===== src/bus_pkg.sv =====
`default_nettype none

package bus_pkg;

    // levels of the active-low selects and strobes
    localparam logic ACT_LOW    = 1'b0;
    localparam logic INACT_HIGH = 1'b1;

    // top two bits of the memory high address for ROM banks
    localparam logic [1:0] ROM_BANK_TOP = 2'b11;

    // base low memory prefix, SRAM pages 0x170..0x17F
    localparam logic [4:0] LOWMEM_PAGE = 5'h17;

    // I/O page 0x9Fxx
    localparam logic [7:0] IO_PAGE = 8'h9F;

    // register-group nibbles inside the I/O page
    localparam logic [3:0] IO_VIA1 = 4'h0;
    localparam logic [3:0] IO_AURA = 4'h4;
    localparam logic [3:0] IO_SCRB = 4'h5;
    localparam logic [3:0] IO_ENET = 4'h8;
    // VERA spans 0x9F20..0x9F3F, so only the upper three group bits count
    localparam logic [2:0] IO_VERA_HI = 3'b001;

    // bank register widths
    localparam int RAMBANK_W = 8;
    localparam int ROMBANK_W = 6;

    // memory high address and shared low address widths
    localparam int MEM_ABH_W = 9;
    localparam int CPU_ABL_W = 12;

    // one CPU address word, two ways of looking at it
    typedef union packed {
        // region decode and memory address building
        struct packed {
            logic [3:0]           hi;
            logic [CPU_ABL_W-1:0] lo;
        } flat;
        // 0x9Fxx decode
        struct packed {
            logic [7:0] page;
            logic [3:0] grp;
            logic [3:0] regn;
        } io;
    } cpu_addr_u;

endpackage

`default_nettype wire


===== src/cpu_cycle_if.sv =====
`timescale 1ns/1ns
`default_nettype none

interface cpu_cycle_if;
    import bus_pkg::*;

    // cpu address latched at setup_cs
    cpu_addr_u slv_addr;
    // direction of the latched cycle, read high
    logic      slv_rwn;
    // current cycle targets the bank registers
    logic      req_bankreg;
    // memory read strobe, active low
    logic      mem_rdn;

    // address decoder owns the cycle state
    modport decoder (
        output slv_addr,
        output slv_rwn,
        output req_bankreg,
        output mem_rdn
    );

    // bank registers watch for their write cycle
    modport banks (
        input slv_addr,
        input slv_rwn,
        input req_bankreg
    );

    // read data path picks its source
    modport reader (
        input mem_rdn,
        input req_bankreg,
        input slv_addr
    );

endinterface

`default_nettype wire


===== src/bank_regs.sv =====
`timescale 1ns/1ns
`default_nettype none

module bank_regs (
    input  wire                           clk6x,
    input  wire                           resetn,
    input  wire                           release_wr_i,
    // limits RAMBANK as used for addressing
    input  wire [bus_pkg::RAMBANK_W-1:0]  rambank_mask_i,
    // cpu write data, valid at release_wr
    input  wire [bus_pkg::RAMBANK_W-1:0]  wr_data_i,
    cpu_cycle_if.banks                    cyc,
    output logic [bus_pkg::RAMBANK_W-1:0] rambank_o,
    output logic [bus_pkg::ROMBANK_W-1:0] rombank_o,
    output logic [bus_pkg::RAMBANK_W-1:0] rambank_masked_o
);
    import bus_pkg::*;

    // write strobe for this cycle
    logic bank_wr;

    assign bank_wr = release_wr_i && cyc.req_bankreg && !cyc.slv_rwn;

    // register write at the end of the cpu cycle
    always_ff @(posedge clk6x)
    begin
        if (!resetn)
        begin
            rambank_o <= '0;
            rombank_o <= '0;
        end
        else if (bank_wr)
        begin
            if (!cyc.slv_addr.flat.lo[0])
            begin
                // 0x0000 RAMBANK, full byte
                rambank_o <= wr_data_i;
            end
            else
            begin
                // 0x0001 ROMBANK, low bits only
                rombank_o <= wr_data_i[ROMBANK_W-1:0];
            end
        end
    end

    // masked bank ready ahead of the next decode
    always_ff @(posedge clk6x)
    begin
        rambank_masked_o <= rambank_o & rambank_mask_i;
    end

endmodule

`default_nettype wire


===== src/bus_controller.sv =====
`timescale 1ns/1ns
`default_nettype none

module bus_controller (
    input  wire                            clk6x,
    input  wire                            resetn,
    // cpu bus
    input  wire  [7:0]                     cpu_db_i,
    input  wire  [3:0]                     cpu_abh_i,
    input  wire  [bus_pkg::CPU_ABL_W-1:0]  memcpu_abl_i,
    input  wire                            cpu_vpu_i,
    input  wire                            cpu_rw_i,
    input  wire  [7:0]                     mem_db_i,
    // clock phaser pulses
    input  wire                            setup_cs_i,
    input  wire                            release_wr_i,
    input  wire                            release_cs_i,
    // internal slave read data
    input  wire  [7:0]                     nora_slv_data_i,
    input  wire  [bus_pkg::RAMBANK_W-1:0]  rambank_mask_i,
    output wire  [7:0]                     cpu_db_o,
    // memory bus
    output wire  [bus_pkg::MEM_ABH_W-1:0]  mem_abh_o,
    output wire  [bus_pkg::CPU_ABL_W-1:0]  memcpu_abl_o,
    output wire  [7:0]                     mem_db_o,
    output wire                            mem_rdn_o,
    output wire                            mem_wrn_o,
    output wire                            sram_csn_o,
    output wire                            vera_csn_o,
    output wire                            aio_csn_o,
    output wire                            enet_csn_o,
    // internal slave side
    output wire  [15:0]                    nora_slv_addr_o,
    output wire  [7:0]                     nora_slv_datawr_o,
    output wire                            nora_slv_datawr_valid_o,
    output wire                            nora_slv_req_scrb_o,
    output wire                            nora_slv_req_via1_o,
    output wire                            nora_slv_rwn_o
);
    import bus_pkg::*;

    // full 16-bit cpu address from both halves
    cpu_addr_u            cpu_addr;
    logic [RAMBANK_W-1:0] rambank;
    logic [RAMBANK_W-1:0] rambank_masked;
    logic [ROMBANK_W-1:0] rombank;

    cpu_cycle_if cyc ();

    assign cpu_addr = {cpu_abh_i, memcpu_abl_i};

    // write data is only stable at the very end of the cycle, hence release_wr
    assign mem_db_o                = cpu_db_i;
    assign nora_slv_datawr_o       = cpu_db_i;
    assign nora_slv_datawr_valid_o = release_wr_i;

    // latched cycle state out to the slaves and memory
    assign nora_slv_addr_o = cyc.slv_addr;
    assign nora_slv_rwn_o  = cyc.slv_rwn;
    assign mem_rdn_o       = cyc.mem_rdn;

    cpu_addr_decoder cpu_addr_decoder_inst (
        .clk6x            (clk6x),
        .resetn           (resetn),
        .setup_cs_i       (setup_cs_i),
        .release_wr_i     (release_wr_i),
        .release_cs_i     (release_cs_i),
        .cpu_rw_i         (cpu_rw_i),
        .cpu_vpu_i        (cpu_vpu_i),
        .cpu_addr_i       (cpu_addr),
        .rombank_i        (rombank),
        .rambank_masked_i (rambank_masked),
        .mem_abh_o        (mem_abh_o),
        .memcpu_abl_o     (memcpu_abl_o),
        .sram_csn_o       (sram_csn_o),
        .vera_csn_o       (vera_csn_o),
        .aio_csn_o        (aio_csn_o),
        .enet_csn_o       (enet_csn_o),
        .mem_wrn_o        (mem_wrn_o),
        .req_scrb_o       (nora_slv_req_scrb_o),
        .req_via1_o       (nora_slv_req_via1_o),
        .cyc              (cyc.decoder)
    );

    bank_regs bank_regs_inst (
        .clk6x            (clk6x),
        .resetn           (resetn),
        .release_wr_i     (release_wr_i),
        .rambank_mask_i   (rambank_mask_i),
        .wr_data_i        (cpu_db_i),
        .cyc              (cyc.banks),
        .rambank_o        (rambank),
        .rombank_o        (rombank),
        .rambank_masked_o (rambank_masked)
    );

    cpu_read_path cpu_read_path_inst (
        .clk6x      (clk6x),
        .mem_db_i   (mem_db_i),
        .slv_data_i (nora_slv_data_i),
        .rambank_i  (rambank),
        .rombank_i  (rombank),
        .req_scrb_i (nora_slv_req_scrb_o),
        .req_via1_i (nora_slv_req_via1_o),
        .cyc        (cyc.reader),
        .cpu_db_o   (cpu_db_o)
    );

endmodule

`default_nettype wire


===== src/cpu_addr_decoder.sv =====
`timescale 1ns/1ns
`default_nettype none

module cpu_addr_decoder (
    input  wire                            clk6x,
    input  wire                            resetn,
    // cycle phase pulses
    input  wire                            setup_cs_i,
    input  wire                            release_wr_i,
    input  wire                            release_cs_i,
    // cpu status, read high and vector pull low
    input  wire                            cpu_rw_i,
    input  wire                            cpu_vpu_i,
    input  wire bus_pkg::cpu_addr_u        cpu_addr_i,
    // current banks
    input  wire [bus_pkg::ROMBANK_W-1:0]   rombank_i,
    input  wire [bus_pkg::RAMBANK_W-1:0]   rambank_masked_i,
    // memory bus
    output logic [bus_pkg::MEM_ABH_W-1:0]  mem_abh_o,
    output logic [bus_pkg::CPU_ABL_W-1:0]  memcpu_abl_o,
    output logic                           sram_csn_o,
    output logic                           vera_csn_o,
    output logic                           aio_csn_o,
    output logic                           enet_csn_o,
    output logic                           mem_wrn_o,
    // internal slave requests
    output logic                           req_scrb_o,
    output logic                           req_via1_o,
    cpu_cycle_if.decoder                   cyc
);
    import bus_pkg::*;

    // decoded targets of the address on the bus now
    logic                 sel_bank;
    logic                 sel_sram;
    logic                 sel_vera;
    logic                 sel_aio;
    logic                 sel_enet;
    logic                 sel_via1;
    logic                 sel_scrb;
    // any external device selected
    logic                 ext_sel;
    // low for ROM, which is never written
    logic                 wr_ok;
    logic [MEM_ABH_W-1:0] abh_nxt;
    // ROM bank, forced to 0 on vector pull
    logic [4:0]           rom_bank;

    assign rom_bank = cpu_vpu_i ? rombank_i[4:0] : 5'd0;
    assign ext_sel  = sel_sram | sel_vera | sel_aio | sel_enet;

    // region decode, first match wins
    always_comb
    begin
        sel_bank = 1'b0;
        sel_sram = 1'b0;
        sel_vera = 1'b0;
        sel_aio  = 1'b0;
        sel_enet = 1'b0;
        sel_via1 = 1'b0;
        sel_scrb = 1'b0;
        wr_ok    = 1'b1;
        // default is base low memory
        abh_nxt  = {LOWMEM_PAGE, cpu_addr_i.flat.hi};
        if ((cpu_addr_i.flat.hi == 4'h0) && (cpu_addr_i.flat.lo[CPU_ABL_W-1:1] == '0))
        begin
            // 0x0000 RAMBANK, 0x0001 ROMBANK
            sel_bank = 1'b1;
        end
        else if (cpu_addr_i.flat.hi[3:2] == 2'b11)
        begin
            // 0xC000..0xFFFF, 16k ROM banks at the top of SRAM
            sel_sram = 1'b1;
            wr_ok    = 1'b0;
            abh_nxt  = {ROM_BANK_TOP, rom_bank, cpu_addr_i.flat.hi[1:0]};
        end
        else if (cpu_addr_i.flat.hi[3:1] == 3'b101)
        begin
            // 0xA000..0xBFFF, 8k RAM banks from the SRAM bottom
            sel_sram = 1'b1;
            abh_nxt  = {rambank_masked_i, cpu_addr_i.flat.hi[0]};
        end
        else if (cpu_addr_i.io.page == IO_PAGE)
        begin
            // I/O groups; unmapped groups select nothing
            if (cpu_addr_i.io.grp == IO_VIA1)
            begin
                sel_via1 = 1'b1;
            end
            else if (cpu_addr_i.io.grp[3:1] == IO_VERA_HI)
            begin
                sel_vera = 1'b1;
            end
            else if (cpu_addr_i.io.grp == IO_AURA)
            begin
                sel_aio = 1'b1;
            end
            else if (cpu_addr_i.io.grp == IO_SCRB)
            begin
                sel_scrb = 1'b1;
            end
            else if (cpu_addr_i.io.grp == IO_ENET)
            begin
                sel_enet = 1'b1;
            end
        end
        else
        begin
            sel_sram = 1'b1;
        end
    end

    // selects, strobes and requests
    always_ff @(posedge clk6x)
    begin
        if (!resetn)
        begin
            sram_csn_o      <= INACT_HIGH;
            vera_csn_o      <= INACT_HIGH;
            aio_csn_o       <= INACT_HIGH;
            enet_csn_o      <= INACT_HIGH;
            mem_wrn_o       <= INACT_HIGH;
            cyc.mem_rdn     <= INACT_HIGH;
            req_scrb_o      <= 1'b0;
            req_via1_o      <= 1'b0;
            cyc.req_bankreg <= 1'b0;
        end
        else
        begin
            // drop write early, gives the write latch some hold before cs goes
            if (release_wr_i)
            begin
                mem_wrn_o <= INACT_HIGH;
            end
            // end of cpu cycle
            if (release_cs_i)
            begin
                sram_csn_o      <= INACT_HIGH;
                vera_csn_o      <= INACT_HIGH;
                aio_csn_o       <= INACT_HIGH;
                enet_csn_o      <= INACT_HIGH;
                mem_wrn_o       <= INACT_HIGH;
                cyc.mem_rdn     <= INACT_HIGH;
                req_scrb_o      <= 1'b0;
                req_via1_o      <= 1'b0;
                cyc.req_bankreg <= 1'b0;
            end
            // setup comes last, so it overrides a coincident release
            if (setup_cs_i)
            begin
                if (sel_sram)
                begin
                    sram_csn_o <= ACT_LOW;
                end
                if (sel_vera)
                begin
                    vera_csn_o <= ACT_LOW;
                end
                if (sel_aio)
                begin
                    aio_csn_o <= ACT_LOW;
                end
                if (sel_enet)
                begin
                    enet_csn_o <= ACT_LOW;
                end
                if (ext_sel)
                begin
                    cyc.mem_rdn <= cpu_rw_i ? ACT_LOW : INACT_HIGH;
                    mem_wrn_o   <= (!cpu_rw_i && wr_ok) ? ACT_LOW : INACT_HIGH;
                end
                if (sel_via1)
                begin
                    req_via1_o <= 1'b1;
                end
                if (sel_scrb)
                begin
                    req_scrb_o <= 1'b1;
                end
                if (sel_bank)
                begin
                    cyc.req_bankreg <= 1'b1;
                end
            end
        end
    end

    // latched address and direction
    always_ff @(posedge clk6x)
    begin
        if (setup_cs_i)
        begin
            // low 12 bits go through unchanged
            memcpu_abl_o <= cpu_addr_i.flat.lo;
            cyc.slv_addr <= cpu_addr_i;
            cyc.slv_rwn  <= cpu_rw_i;
            // high address only matters for SRAM cycles
            if (sel_sram)
            begin
                mem_abh_o <= abh_nxt;
            end
        end
    end

endmodule

`default_nettype wire


===== src/cpu_read_path.sv =====
`timescale 1ns/1ns
`default_nettype none

module cpu_read_path (
    input  wire                           clk6x,
    input  wire  [7:0]                    mem_db_i,
    input  wire  [7:0]                    slv_data_i,
    input  wire  [bus_pkg::RAMBANK_W-1:0] rambank_i,
    input  wire  [bus_pkg::ROMBANK_W-1:0] rombank_i,
    input  wire                           req_scrb_i,
    input  wire                           req_via1_i,
    cpu_cycle_if.reader                   cyc,
    output logic [7:0]                    cpu_db_o
);
    import bus_pkg::*;

    // bank register picked by address bit 0, ROMBANK zero-extended
    logic [RAMBANK_W-1:0] bank_rd;

    assign bank_rd = cyc.slv_addr.flat.lo[0] ? {{(RAMBANK_W-ROMBANK_W){1'b0}}, rombank_i}
                                             : rambank_i;

    // data to the cpu, refreshed every clock while a source is active
    always_ff @(posedge clk6x)
    begin
        if (cyc.mem_rdn == ACT_LOW)
        begin
            // external memory or device read
            cpu_db_o <= mem_db_i;
        end
        else if (cyc.req_bankreg)
        begin
            cpu_db_o <= bank_rd;
        end
        else if (req_scrb_i || req_via1_i)
        begin
            // internal slave
            cpu_db_o <= slv_data_i;
        end
    end

endmodule

`default_nettype wire


===== config.mk =====
export PLATFORM = sky130hd
export DESIGN_NAME = bus_controller
export DESIGN_NICKNAME = d
export VERILOG_FILES = /design/src/bus_pkg.sv /design/src/cpu_cycle_if.sv /design/src/bank_regs.sv /design/src/bus_controller.sv /design/src/cpu_addr_decoder.sv /design/src/cpu_read_path.sv
export SDC_FILE = /design/constraint.sdc
export NUM_CORES = 1
export LEC_CHECK = 0
export ABC_AREA = 1
export CAP_MARGIN = 15
export CORE_ASPECT_RATIO = 0.6
export CORE_UTILIZATION = 50
export CTS_CLUSTER_SIZE = 25
export DETAILED_ROUTE_END_ITERATION = 16
export DONT_BUFFER_PORTS = 1
export GPL_ROUTABILITY_DRIVEN = 0
export GPL_TIMING_DRIVEN = 0
export PLACE_DENSITY = 0.68
export SLEW_MARGIN = 5
export SYNTH_ARGS = -nofsm -noshare
export SYNTH_HDL_FRONTEND = slang
export SYNTH_SLANG_ARGS = --single-unit

===== constraint.sdc =====
create_clock -name clk6x -period 2 [get_ports clk6x]
set_clock_uncertainty 0.2 [all_clocks]
set_input_delay 0.1 -clock clk6x [delete_from_list [all_inputs] [get_ports clk6x]]
set_output_delay 0.1 -clock clk6x [all_outputs]
set_load 0.01 [all_outputs]

==> results_dict.tcl <==
set metrics [dict create \
    peakVddDrop_mv 0.466 \
    final_nets 434 \
    hold_depth 6 \
    cts_tree "done" \
    wirelength_um 7090 \
    antenna_found_initial 0 \
    clkTransAtPathRegs_ns 0.07 \
    grt_pass1_wl_um 10500 \
    grt_pass1_vias 2069 \
    grt_util_all_layers_pct 24.4 \
    max_slew_margin_pct 44.1 \
    io_buffers 0 \
    area_delta_synth_final_pct 32.5 \
    ys_warn_count 0 \
    start_kind "input pin" \
    drc 0 \
    avgViaCountPerCell 5.27 \
    dr.first_iter.drc_count 227 \
    rows 20 \
    design.core.area_mm2 0.00523 \
    synth_top_flop_cell "edfxtp_1" \
    cts_buffers 9 \
    cp_data_arrival_time_ns 1.99 \
    synthTopCellsByArea "edfxtp_1 (36%), dfxtp_1 (22%), buf_4 (7.7%), nand2_1 (7.7%), nor2_1 (6.0%)" \
    cellPowerDensity_mw_per_mm2 785 \
    power_mw 2.93 \
    synth.most_common_cell "nand2_1" \
    avgSynthCellArea_um2 9.18 \
    fp.dieH_um 60.1 \
    dieWidth_um 98.8 \
    dpl.hpwl_um 4660 \
    fin_util_pct 71.2 \
    leakagePower_nw 1.57 \
    synth_commonest_cells "nand2_1 (58), nor2_1 (45), edfxtp_1 (34)" \
    setup_violations 0 \
    n_antenna_cell 0 \
    yosysSeqAreaShare_pct 58.4 \
    fmax_mhz 521 \
    worst_slew_pin_slew_ns 0.838 \
    reg2reg_depth 3 \
    synth_top_cell_by_area "edfxtp_1" \
    start_util_pct 53.7 \
    synth_nets 361 \
    hold_class "input pin to register" \
    avgRoutedWirePerCell_um 15.8 \
    h-tree-depth 3 \
    slew_violations 0 \
    synth-seq-cells 65 \
    synth_top_area_share_pct 36.3 \
    synth_edf_count 34 \
    vias 2370 \
    finalCritPeriodShare_pct 96.0 \
    regArea_mm2 0.00164 \
    status "finished, final reports clean" \
    syn_inst 306 \
    syn-cell-area_mm2 0.00281 \
    required_ns 2.07 \
    period_minus_slack_ns 1.92 \
    gr-total-overflow 0 \
    clk_latency_ns 0.34 \
    end_kind "register" \
    die_area_mm2 0.00593 \
    multi_input_area_um2 818 \
    ys_types 25 \
    grt_max_degree 19 \
    n_fill_cell 388 \
    worstSetupPathType "input pin to register" \
    ios 126 \
    final_layout_size_suffix_gt1_share_pct 16.4 \
    synth-async-reset-ratio_pct 0 \
    cap_violations 0 \
    antenna_left 0 \
    clock_path_buffers 2 \
    cts_root_buffer "clkbuf_8" \
    first_pass_iters 5 \
    clock-sinks 65 \
    tns_ns 0 \
    critPathMaxFanout 3 \
    cts_setup_buffers 0 \
    hold_viol 0 \
    grt_setup_unrepaired "false" \
]
worst paths after layout:
kind / from / endpoint / slack (ns)
max: memcpu_abl_i[4] / cpu_addr_decoder_inst.cyc.req_bankreg$_SDFF_PN0_ / 0.08
min: memcpu_abl_i[9] / cpu_addr_decoder_inst.req_scrb_o$_SDFF_PN0_ / 0.01
max reg2reg: cpu_addr_decoder_inst.cyc.mem_rdn$_SDFF_PN1_ / cpu_read_path_inst.cpu_db_o[6]$_DFFE_PP_ / 0.13
min reg2reg: bank_regs_inst.rambank_o[4]$_SDFFE_PN0P_ / bank_regs_inst.rambank_masked_o[4]$_DFF_P_ / 0.25
final cells by class:
cell class / instances / share of cell area [%]
inverter: 35 / 3.56
clock buffer: 11 / 3.80
timing repair buffer: 62 / 16.7
multi-input combinational: 174 / 22.0
clock inverter: 5 / 1.48
tap: 66 / 2.22
buffer: 32 / 6.18
sequential: 65 / 44.1
routing by layer:
metal	vias up	GRT usage, %	share of wire (%)	routed length [um]
met5	-	0	0	0
met1	1097	31.9	43	3060
met4	0	4.26	0.68	48
li1	1127	-	-	-
met3	9	12.4	12	830
met2	137	37.1	44	3150
critical path, stage by stage:
cell and delay, ns:
dlygate4sd3_1 0.58, nor2_1 0.19, nand2_1 0.09, nor2_1 0.22
nand3_1 0.09, dlygate4sd3_1 0.59, a21oi_1 0.12
layout by cell type (no fill, tap or decap):
| cell type | n |
|---|---|
| nand3_2 | 1 |
| or2_2 | 1 |
| nand3_1 | 13 |
| a21oi_1 | 10 |
| clkbuf_2 | 1 |
| inv_1 | 31 |
| nor2_4 | 3 |
| buf_1 | 1 |
| o22ai_1 | 2 |
| o311ai_0 | 7 |
| nand4_1 | 1 |
| dlygate4sd3_1 | 61 |
| clkbuf_1 | 2 |
| nand2_2 | 5 |
| o21ai_2 | 1 |
| a21oi_2 | 1 |
| clkbuf_8 | 10 |
| o31ai_1 | 2 |
| edfxtp_1 | 34 |
| nand2_1 | 58 |
| clkinv_2 | 3 |
| bufinv_16 | 1 |
| dlymetal6s4s_1 | 1 |
| o21ai_0 | 21 |
| dfxtp_1 | 31 |
| inv_2 | 3 |
| nor2_2 | 2 |
| o21ai_1 | 1 |
| clkinvlp_4 | 2 |
| buf_4 | 29 |
| nor2_1 | 45 |
state kept, by name (all words and copies together), names as in the netlist:
signal                                 cells
cpu_addr_decoder_inst.req_via1_o           1
cpu_addr_decoder_inst.mem_wrn_o            1
cpu_addr_decoder_inst.enet_csn_o           1
cpu_addr_decoder_inst.aio_csn_o            1
cpu_read_path_inst.cpu_db_o                8
cpu_addr_decoder_inst.cyc.req_bankreg      1
cpu_addr_decoder_inst.req_scrb_o           1
cpu_addr_decoder_inst.vera_csn_o           1
cpu_addr_decoder_inst.cyc.slv_rwn          1
cpu_addr_decoder_inst.sram_csn_o           1
cpu_addr_decoder_inst.mem_abh_o            9
cpu_addr_decoder_inst.cyc.slv_addr        16
cpu_addr_decoder_inst.cyc.mem_rdn          1
bank_regs_inst.rambank_o                   8
bank_regs_inst.rambank_masked_o            8
bank_regs_inst.rombank_o                   6
timing repair:
item / 4_1_cts / 5_1_grt
endpoints found under the setup margin: 8 / 14
hold buffers: 62 / 0
gates resized for setup: 2 / 4
hold endpoints to repair: 82 / 0
cells by family after synthesis:
family,after synthesis,share of synthesized area (%)
buffers and inverters,67,12.8
AOI/OAI and AO/OA,45,9.48
DFF,65,58.4
and+or+nand+nor,129,19.3
where the power goes:
group / internal [mW] / switching [mW]
Combinational: 0.155 / 0.154
Sequential: 1.47 / 0.0540
Clock: 0.605 / 0.489
stage by stage:
step | area, um2 | hold slack, ns | cells | setup WS (ns)
after floorplan | 2810 | -0.00237 | 306 | 0.384
after CTS | 3720 | 0.00187 | 450 | 0.0273
after global placement | 2890 | -0.00108 | 372 | -0.191
after global routing | 3720 | 0.0382 | 450 | 0.0137
after detailed placement | 2890 | -0.00108 | 372 | -0.192
final | 3720 | 0.0112 | 450 | 0.0803
No activity file was read; power rests on OpenSTA's default activity.
